**src/dfp_macros.svh**
```systemverilog
`ifndef DFP_MACROS_SVH
`define DFP_MACROS_SVH

// token field widths
`define DFP_COLOR_W     4
`define DFP_DEST_W      7
`define DFP_DATA_W      16
`define DFP_OP_W        3

// matching memory, addressed by colour plus the low destination bits
`define DFP_MM_ADDR_W   8
`define DFP_MM_DEST_W   4
`define DFP_MM_DEPTH    256

// constant table, one word per destination
`define DFP_CMEM_DEPTH  128

// shift amount taken from operand B
`define DFP_SHAMT_W     4

// output FIFO, also the upstream credit budget
`define DFP_FIFO_DEPTH  4
`define DFP_FIFO_PTR_W  2

// downstream credits after reset
`define DFP_OUT_CREDITS 2

// counters that run up to the FIFO depth
`define DFP_CRED_W      3

`endif

```
**src/credit_out.sv**
```systemverilog
`include "dfp_macros.svh"

module credit_out (
    input  logic                     CP,
    input  logic                     MR,
    input  logic                     res_valid,
    input  logic [`DFP_COLOR_W-1:0]  res_color,
    input  logic [`DFP_DEST_W-1:0]   res_dest,
    input  logic [`DFP_DATA_W-1:0]   res_result,
    input  logic                     out_credit,
    output logic                     out_valid,
    output logic [`DFP_COLOR_W-1:0]  out_color,
    output logic [`DFP_DEST_W-1:0]   out_dest,
    output logic [`DFP_DATA_W-1:0]   out_result,
    output logic                     fifo_credit
);

    logic [`DFP_COLOR_W-1:0]     f_color  [`DFP_FIFO_DEPTH];
    logic [`DFP_DEST_W-1:0]      f_dest   [`DFP_FIFO_DEPTH];
    logic [`DFP_DATA_W-1:0]      f_result [`DFP_FIFO_DEPTH];

    logic [`DFP_FIFO_PTR_W-1:0]  wr_ptr;
    logic [`DFP_FIFO_PTR_W-1:0]  rd_ptr;
    logic [`DFP_CRED_W-1:0]      count;
    // downstream credits in hand
    logic [`DFP_CRED_W-1:0]      credits;
    logic                        deq;

    // never overflows, upstream credits cap the occupancy
    assign deq = (count != '0) && (credits != '0);

    assign out_valid   = deq;
    assign fifo_credit = deq;
    assign out_color   = f_color[rd_ptr];
    assign out_dest    = f_dest[rd_ptr];
    assign out_result  = f_result[rd_ptr];

    always_ff @(posedge CP or posedge MR) begin
        if (MR) begin
            wr_ptr  <= '0;
            rd_ptr  <= '0;
            count   <= '0;
            credits <= `DFP_CRED_W'(`DFP_OUT_CREDITS);
        end else begin
            if (res_valid) begin
                wr_ptr <= wr_ptr + `DFP_FIFO_PTR_W'(1);
            end
            if (deq) begin
                rd_ptr <= rd_ptr + `DFP_FIFO_PTR_W'(1);
            end
            if (res_valid && !deq) begin
                count <= count + `DFP_CRED_W'(1);
            end else if (!res_valid && deq) begin
                count <= count - `DFP_CRED_W'(1);
            end
            if (out_credit && !deq) begin
                credits <= credits + `DFP_CRED_W'(1);
            end else if (!out_credit && deq) begin
                credits <= credits - `DFP_CRED_W'(1);
            end
        end
    end

    always_ff @(posedge CP) begin
        if (res_valid) begin
            f_color[wr_ptr]  <= res_color;
            f_dest[wr_ptr]   <= res_dest;
            f_result[wr_ptr] <= res_result;
        end
    end

endmodule

```
**config.mk**
```make
export PLATFORM = sky130hd
export DESIGN_NAME = credit_out
export DESIGN_NICKNAME = d
export VERILOG_FILES = /design/src/credit_out.sv
export VERILOG_INCLUDE_DIRS = /design/src /design/src/src
export SDC_FILE = /design/constraint.sdc
export NUM_CORES = 1
export LEC_CHECK = 0
export BUFFER_PORTS_ARGS = -buffer_cell sky130_fd_sc_hd__buf_2
export CAP_MARGIN = 20
export CORE_ASPECT_RATIO = 2
export CORE_MARGIN = 2
export CORE_UTILIZATION = 30
export CTS_CLUSTER_DIAMETER = 200
export DETAILED_ROUTE_END_ITERATION = 10
export HOLD_SLACK_MARGIN = 0.12
export RECOVER_POWER = 100
export SYNTH_ARGS = -nofsm -noshare
export SYNTH_HDL_FRONTEND = slang
export SYNTH_SLANG_ARGS = --single-unit
```
**constraint.sdc**
```tcl
create_clock -name CP -period 5.4 [get_ports CP]
set_input_delay 0.81 -clock CP [delete_from_list [all_inputs] [get_ports CP]]
set_output_delay 0.81 -clock CP [all_outputs]
set_load 0.02 [all_outputs]
```
-- Word-level counts from Yosys, hierarchy flattened
Memories as Yosys holds them, arrays and structs flattened.
Index checks and enable logic that the tools add are counted.
- register bits after elaboration: 10
- RAM bits: 108
- input port bits: 31
- output and inout port bits: 29
- memories: 3
- add/sub/neg operators: 6
- multiplexer cells: 6
- reductions and logical operators: 12
- memory list (memory ; depth ; bits a word ; read ports ; clocked after memory_dff ; write ports ; RTL line ; RTL):
    f_result ; 4 ; 16 ; 1 ; 0 ; 1 ; credit_out.sv:20 ; logic [`DFP_DATA_W-1:0] f_result [`DFP_FIFO_DEPTH];
    f_dest ; 4 ; 7 ; 1 ; 0 ; 1 ; credit_out.sv:19 ; logic [`DFP_DEST_W-1:0] f_dest [`DFP_FIFO_DEPTH];
    f_color ; 4 ; 4 ; 1 ; 0 ; 1 ; credit_out.sv:18 ; logic [`DFP_COLOR_W-1:0] f_color [`DFP_FIFO_DEPTH];
- operators by type and width (cell ; count):
    two-way mux 3 bit ; 4
    adder 3 x 1 -> 3 bit, second input constant ; 2
    nonzero test 3 bit ; 2
    subtractor 3 x 1 -> 3 bit, second input constant ; 2
    logical AND 1 bit ; 5
    adder 2 x 1 -> 2 bit, second input constant ; 2
    nonzero test 2 bit ; 2
    zero test 1 bit ; 3
    two-way mux 1 bit ; 2

-- Longest topological paths before layout
Gate-level depths: netlist (run 1).
- word-level depth: 5
- mapped depth: 9
- mapped depth without buffers: 9

-- Least setup slack after synthesis (run 1)
Ideal clock, no wire load.
- path kind: register to register
- from: register credits[0]
- to: register count[2]
- library setup time: 0.079 ns
- data arrival time: 2.063 ns
- required time: 5.321 ns
- setup slack: 3.258 ns
- stages on the path, launching flop included: 10
- clock period less this slack: 2.142 ns
- cells stage by stage: dfrtp_1 > or3_1 > o31a_1 > inv_1 > ha_1 > inv_1 > fa_1 > xor2_1 > nor2_1 > xor2_1
- word-level cells in the longest chain between the ends: 5
- elaborated cells between the ends (all ways): 7
- RTL lines (what ; RTL line ; RTL):
    from (decl) ; credit_out.sv:26 ; logic [`DFP_CRED_W-1:0] credits;
    from (signal assigned) ; credit_out.sv:43 ; credits <= `DFP_CRED_W'(`DFP_OUT_CREDITS);
    from (signal assigned) ; credit_out.sv:57 ; credits <= credits + `DFP_CRED_W'(1);
    from (signal assigned) ; credit_out.sv:59 ; credits <= credits - `DFP_CRED_W'(1);
    nonzero test 3 bit * ; credit_out.sv:30 ; assign deq = (count != '0) && (credits != '0);
    logical AND 1 bit * ; credit_out.sv:30 ;
    net fifo_credit ; credit_out.sv:15 ; output logic fifo_credit
    zero test 1 bit ; credit_out.sv:51 ; if (res_valid && !deq) begin
    logical AND 1 bit ; credit_out.sv:51 ;
    two-way mux 3 bit or nonzero test 2 bit (tied branches) ; - ;
    to (signal assigned) ; credit_out.sv:52 ; count <= count + `DFP_CRED_W'(1);
    to (signal assigned) ; credit_out.sv:54 ; count <= count - `DFP_CRED_W'(1);
    to (decl) ; credit_out.sv:24 ; logic [`DFP_CRED_W-1:0] count;
Mark *: on every way through the listed nets, which the timed path passes. The rest lies on a longest branch.
A chain may end at the register's enable or synchronous reset.

-- Worst setup path in the final report (run 1)
- from: register rd_ptr[1]
- to: output port out_result[13]
- word-level cells in the longest chain between the ends: 1
- RTL lines (what ; RTL line ; RTL):
    from (decl) ; credit_out.sv:23 ; logic [`DFP_FIFO_PTR_W-1:0] rd_ptr;
    from (signal assigned) ; credit_out.sv:49 ; rd_ptr <= rd_ptr + `DFP_FIFO_PTR_W'(1);
    memory (4 x 16 bit) ; - ;
    to (decl) ; credit_out.sv:14 ; output logic [`DFP_DATA_W-1:0] out_result,
No other way between the ends.

==> results of run 1 <==
==> metal layers <==
layer	track usage, %	part of all wire, %	vias up
li1	-	-	928
met1	10.2	35	1039
met2	20.1	57	51
met3	2.94	4.5	18
met4	7.31	3.3	0
met5	0	0	-
==> state kept, by name (all words and copies together) (netlist names) <==
signal    flops
count         3
f_color      16
f_dest       28
credits       3
rd_ptr        2
wr_ptr        2
f_result     64
==> worst max-delay path, cell delays in order (launching register included) <==
cell,delay (ns)
dfrtp_1,0.66
clkbuf_1,0.95
mux4_2,0.42
clkbuf_1,0.24
==> path summary, 6_finish.rpt <==
path / startpoint / end / depth (start not counted)
setup reg to reg: wr_ptr[0] / f_result[0][11] / 3
hold reg to reg: credits[2] / credits[2] / 1
setup / recovery: rd_ptr[1] / out_result[13] / 3
hold / removal: MR / count[1] / 2
max in group asynchronous: MR / credits[1] / 2
min in group CP: credits[2] / credits[2] / 1
==> layout by cell type, fill, tap and decap left out <==
cell / netlist / final
or3_1: 1 / 1
fa_1: 2 / 2
edfxtp_1: 108 / 108
mux4_1: 1 / 1
inv_1: 6 / 6
ha_1: 6 / 6
clkinv_1: 0 / 4
clkbuf_16: 0 / 25
o311a_1: 1 / 1
xor2_1: 7 / 7
clkbuf_1: 0 / 59
o21ai_0: 1 / 1
mux4_2: 26 / 26
nor2_1: 2 / 2
buf_2: 3 / 4
o31a_1: 1 / 1
mux2_2: 2 / 2
nand2_1: 1 / 1
dfrtp_1: 9 / 9
clkinv_2: 0 / 1
and2_0: 0 / 4
xnor2_1: 2 / 2
dfstp_2: 1 / 1
buf_12: 1 / 1
==> cells in the mapped netlist, types with 2 or more instances <==
master	count	area, sq um
mux4_2	26	586
nor2_1	2	7.51
xor2_1	7	61.3
edfxtp_1	108	3240
inv_1	6	22.5
buf_4	2	15.0
dfrtp_1	9	225
mux2_2	2	22.5
ha_1	6	75.1
and2_1	4	25.0
buf_2	3	15.0
xnor2_1	2	17.5
fa_1	2	40.0
==> cells by family (layout without fill, tap and decap cells) <==
kind of cell,count (synthesis),count (layout),synth area share [%]
AOI/OAI and AO/OA,3,3,0.531
xor gates and xnor gates,9,9,1.76
adders and majority gates,8,8,2.57
buffers and inverters,13,100,1.87
DFF,118,118,78.1
muxes,29,29,14.2
and+or+nand+nor,8,8,0.951
==> layout make-up <==
cell class / instances / area [sq um] / area share [%]
inverters: 6 / 22.5 / 0.405
clock inverters: 5 / 20.0 / 0.360
clock buffers: 28 / 637 / 11.4
flip-flops and latches: 118 / 3490 / 62.8
well taps: 195 / 244 / 4.39
repair buffers: 61 / 250 / 4.50
multi-input cells: 57 / 895 / 16.1
==> report_power, final <==
group	internal [W]	switching (W)	total (W)
Sequential	0.00123	0.000108	0.00134
Combinational	0.000382	0.000547	0.000929
Clock	0.000818	0.000382	0.00120
Total	0.00243	0.00104	0.00346
==> stage by stage <==
| step | instance area, sq um | util, % | hold slack, ns | std cells | setup WS [ns] |
|---|---|---|---|---|---|
| 6_report | 5560 | 37.7 | 0.344 | 470 | 1.86 |
| 5_1_grt | 5560 | 37.7 | 0.371 | 470 | 1.66 |
| 4_1_cts | 5620 | 38.1 | 0.352 | 469 | 2.19 |
| 3_5_place_dp | 4960 | 33.7 | 0.451 | 436 | 2.66 |
| 3_3_place_gp | 4960 | 33.7 | 0.451 | 436 | 2.65 |
| 2_1_floorplan | 4470 | - | 0.434 | 188 | 3.26 |
==> flow_summary.yaml, run 1 <==
global_routing:
  overflow: 0
  grt_first_pass_wirelength_um: 12600
  grt_antenna_before_repair: 0
  track_usage_pct: 10.8
  grt_max_degree: 30
  grt_pass1_vias: 2387
final_layout:
  antenna_cells: 0
  syn_to_final_growth_pct: 24.4
  fin_nets: 308
  drive_gt1_share_pct: 21.8
  num-fill-cells: 1367
placed_design:
  gp_congestion: 0.652
  hpwlAfterDp_um: 4830
  portBuffers: 59
sta:
  rsz0062_at_grt: "no"
  min_period_ns: 3.54
  drv_slew: 112
  setup_violations: 0
  tightest_slew_ns: 2.22
  hold_viol_final: 0
  fin_tns_setup_ns: 0
  fin_crit_sh_pct: 65.5
  max_slew_margin_pct: -48.2
  max_freq_mhz: 283
  finClkSkew_ns: 0.0112
pwr:
  power_density_nw_per_um2: 623
  ir_worst_vdd_uv: 241
  p_total_w: 0.00346
  p_leak_nw: 1.85
setup_path:
  cp.required_ns: 4.59
  setup.worst_path.class: "reg -> out"
  reg2reg_slack_ns: 2.72
  cp-end-kind: "primary output"
  startpoint_type: "register"
  worstPathArrival_ns: 2.73
  cp_max_fo: 18
floorplan:
  chipWidth_um: 90.3
  num_rows: 63
  die_h_um: 177
  initial_core_util_pct: 30.3
  die_area_sq_um: 16000
  coreArea_sq_um: 14700
  num_io_pins: 60
clock_tree:
  numCtsBuffers: 25
  post_cts_buffers: 0
  cts_tree: "done"
  clk_latency_ns: 0.45
  hold_buffers: 0
  cts.clk_slew.worst_paths_ns: 0.05
  htreeDepth: 4
  clockBufferDepth: 3
  cts_resized: 0
  cts-root-buf: "clkbuf_16"
  clkSinkCount: 118
synth:
  netlist_area_sq_um: 4470
  ys.flop_type: "edfxtp_1"
  yosysWarnings: 0
  syn_inst: 188
  yosysSeqAreaShare_pct: 78.1
  synth_cell_types: 22
  syn_nets: 227
  ys_seq_elements: 118
  syn_avg_cell_area_sq_um: 23.8
  async_flop_share_pct: 8.47
  synth_edf_count: 108
route:
  firstDrtPassIters: 4
  viasPerCell: 4.33
  drt_iter0_drc: 74
  wl_um: 8010
  drt_drc_violations_left: 0
  wl_per_cell_um: 17.0
  ant_nets: 0
  route.vias.total: 2036
outcome:
  violations: "capacitance limit, slew limit"
  status: "finished with violations"
worst_hold_path:
  hp-class: "in -> async"
job:
  drv_cap: 4
Note: power is estimated with default switching activity, not from simulation.
==> run 2: changes to the inputs <==
==> constraint.sdc (replaced) <==
create_clock -name CP -period 2.9 [get_ports CP]
set_input_delay 0.435 -clock CP [delete_from_list [all_inputs] [get_ports CP]]
set_output_delay 0.435 -clock CP [all_outputs]
set_load 0.02 [all_outputs]
==> flow_summary.yaml, run 2 (same netlist as run 1, synthesis figures left out) <==
global_routing:
  overflow: 0
  grt_pass1_vias: 2306
  grt_antenna_before_repair: 0
  track_usage_pct: 11.1
  grt_max_degree: 28
  grt_first_pass_wirelength_um: 12700
setup_path:
  timing.rr.end: "f_result[0][1]"
  rr_startpoint: "wr_ptr[0]"
  worstPathArrival_ns: 2.15
  cp-endpoint: "out_result[13]"
  path_depth: 3
  crit_buf_inv: 2
  reg2reg_slack_ns: 0.63
  cpPeakStageDelay_ns: 0.76
  setup.worst_path.class: "reg -> out"
  path_delay_family: "flip-flops"
  cp_max_fo: 16
  cp_slowest_cell: "dfrtp_2"
  startpoint_type: "register"
  ff2ff_path_depth: 3
  cp.required_ns: 2.47
  critPathLaunch: "rd_ptr[0]"
  cp-end-kind: "primary output"
  cp_cell_sequence: "buf_12 > mux4_2 > clkbuf_1"
route:
  ant_nets: 0
  firstDrtPassIters: 4
  route.vias.total: 2059
  viasPerCell: 4.37
  drt_drc_violations_left: 0
  wl_um: 8240
  wl_per_cell_um: 17.5
  drt_iter0_drc: 122
worst_hold_path:
  hp-start: "res_result[1]"
  whs_path_depth: 1
  hp-class: "in -> reg"
sta:
  min_period_ns: 2.59
  setup_violations: 0
  max_freq_mhz: 387
  finClkSkew_ns: 0.00524
  tightest_slew_ns: 1.58
  max_slew_margin_pct: -5.05
  fin_tns_setup_ns: 0
  fin_crit_sh_pct: 89.2
  rsz0062_at_grt: "no"
  hold_viol_final: 0
  drv_slew: 56
  worst_hold_slack_ns: 0.284
clock_tree:
  cts_resized: 0
  numCtsBuffers: 17
  cts.clk_slew.worst_paths_ns: 0.06
  clkSinkCount: 118
  post_cts_buffers: 0
  cts_tree: "done"
  clk_latency_ns: 0.41
  clockBufferDepth: 2
  hold_buffers: 1
  cts-root-buf: "clkbuf_16"
  htreeDepth: 4
floorplan:
  num_io_pins: 60
  num_rows: 63
  coreArea_sq_um: 14700
  initial_core_util_pct: 30.3
  chipWidth_um: 90.3
  die_area_sq_um: 16000
  die_h_um: 177
final_layout:
  num-fill-cells: 1392
  largest_reg_flops: 64
  regMostFlops: "f_result"
  fin_nets: 302
  drive_gt1_share_pct: 25.0
  syn_to_final_growth_pct: 23.0
  antenna_cells: 0
  largestRegisters: "f_result (64), f_dest (28), f_color (16)"
  final_cell_mix: "edfxtp_1 (108), clkbuf_1 (55), mux4_2 (26)"
  final_common_cell: "edfxtp_1"
job:
  drv_cap: 2
placed_design:
  hpwlAfterDp_um: 5060
  portBuffers: 59
  gp_congestion: 0.668
outcome:
  violations: "capacitance limit, slew limit"
  status: "finished with violations"
pwr:
  ir_worst_vdd_uv: 474
  p_leak_nw: 1.82
  power_density_nw_per_um2: 1130
[run 2: cell count changes in the layout (fill, tap and decap cells not counted), sizes merged]
cell and delta:
buf +2, bufinv +1, clkbuf -12, clkinv +1
clkinvlp +3, dlygate4sd3 +1, inv +5
[run 2: metal layers]
layer / vias up / share of wire, % / wire, um / GRT usage, %
li1: 927 / - / - / -
met1: 1076 / 36 / 2940 / 10.7
met2: 42 / 58 / 4760 / 20.4
met3: 14 / 3.6 / 299 / 2.98
met4: 0 / 3.0 / 246 / 7.31
met5: - / 0 / 0 / 0
[run 2: how the worst min path moves through the flow]
| stage | end | slack [ns] |
|---|---|---|
| after global placement | wr_ptr[0] | 0.44 |
| after CTS | f_result[2][5] | 0.22 |
| final | f_result[2][1] | 0.28 |
| after floorplan | count[0] | 0.27 |
| after detailed placement | wr_ptr[0] | 0.46 |
| after global routing | f_result[3][1] | 0.29 |
[run 2: power by group]
group          leakage (nW)  internal [W]  switching (W)  total (W)
clock network         0.273       0.00120       0.000789    0.00199
registers              1.11       0.00228       0.000194    0.00247
logic                 0.437      0.000714        0.00103    0.00175
[run 2: cell type report]
cell class                 instances  area [sq um]  area share, %
inverter                           6          22.5          0.409
clock buffer                      17           425           7.73
clock inverter                    15           148           2.68
tap                              195           244           4.43
multi-input combinational         57           895           16.3
timing repair buffer              63           272           4.94
sequential                       118          3500           63.5
[run 2: per-stage QoR]
step	utilization, %	cell area (sq um)	setup WS (ns)	power (W)	instances
3_3_place_gp	33.9	4990	0.661	0.00433	438
2_1_floorplan	-	4470	0.758	0.00380	188
3_5_place_dp	33.9	4990	0.622	0.00437	438
5_1_grt	37.3	5500	0.192	0.00651	471
6_report	37.3	5500	0.314	0.00620	471
4_1_cts	37.8	5580	0.249	0.00638	471
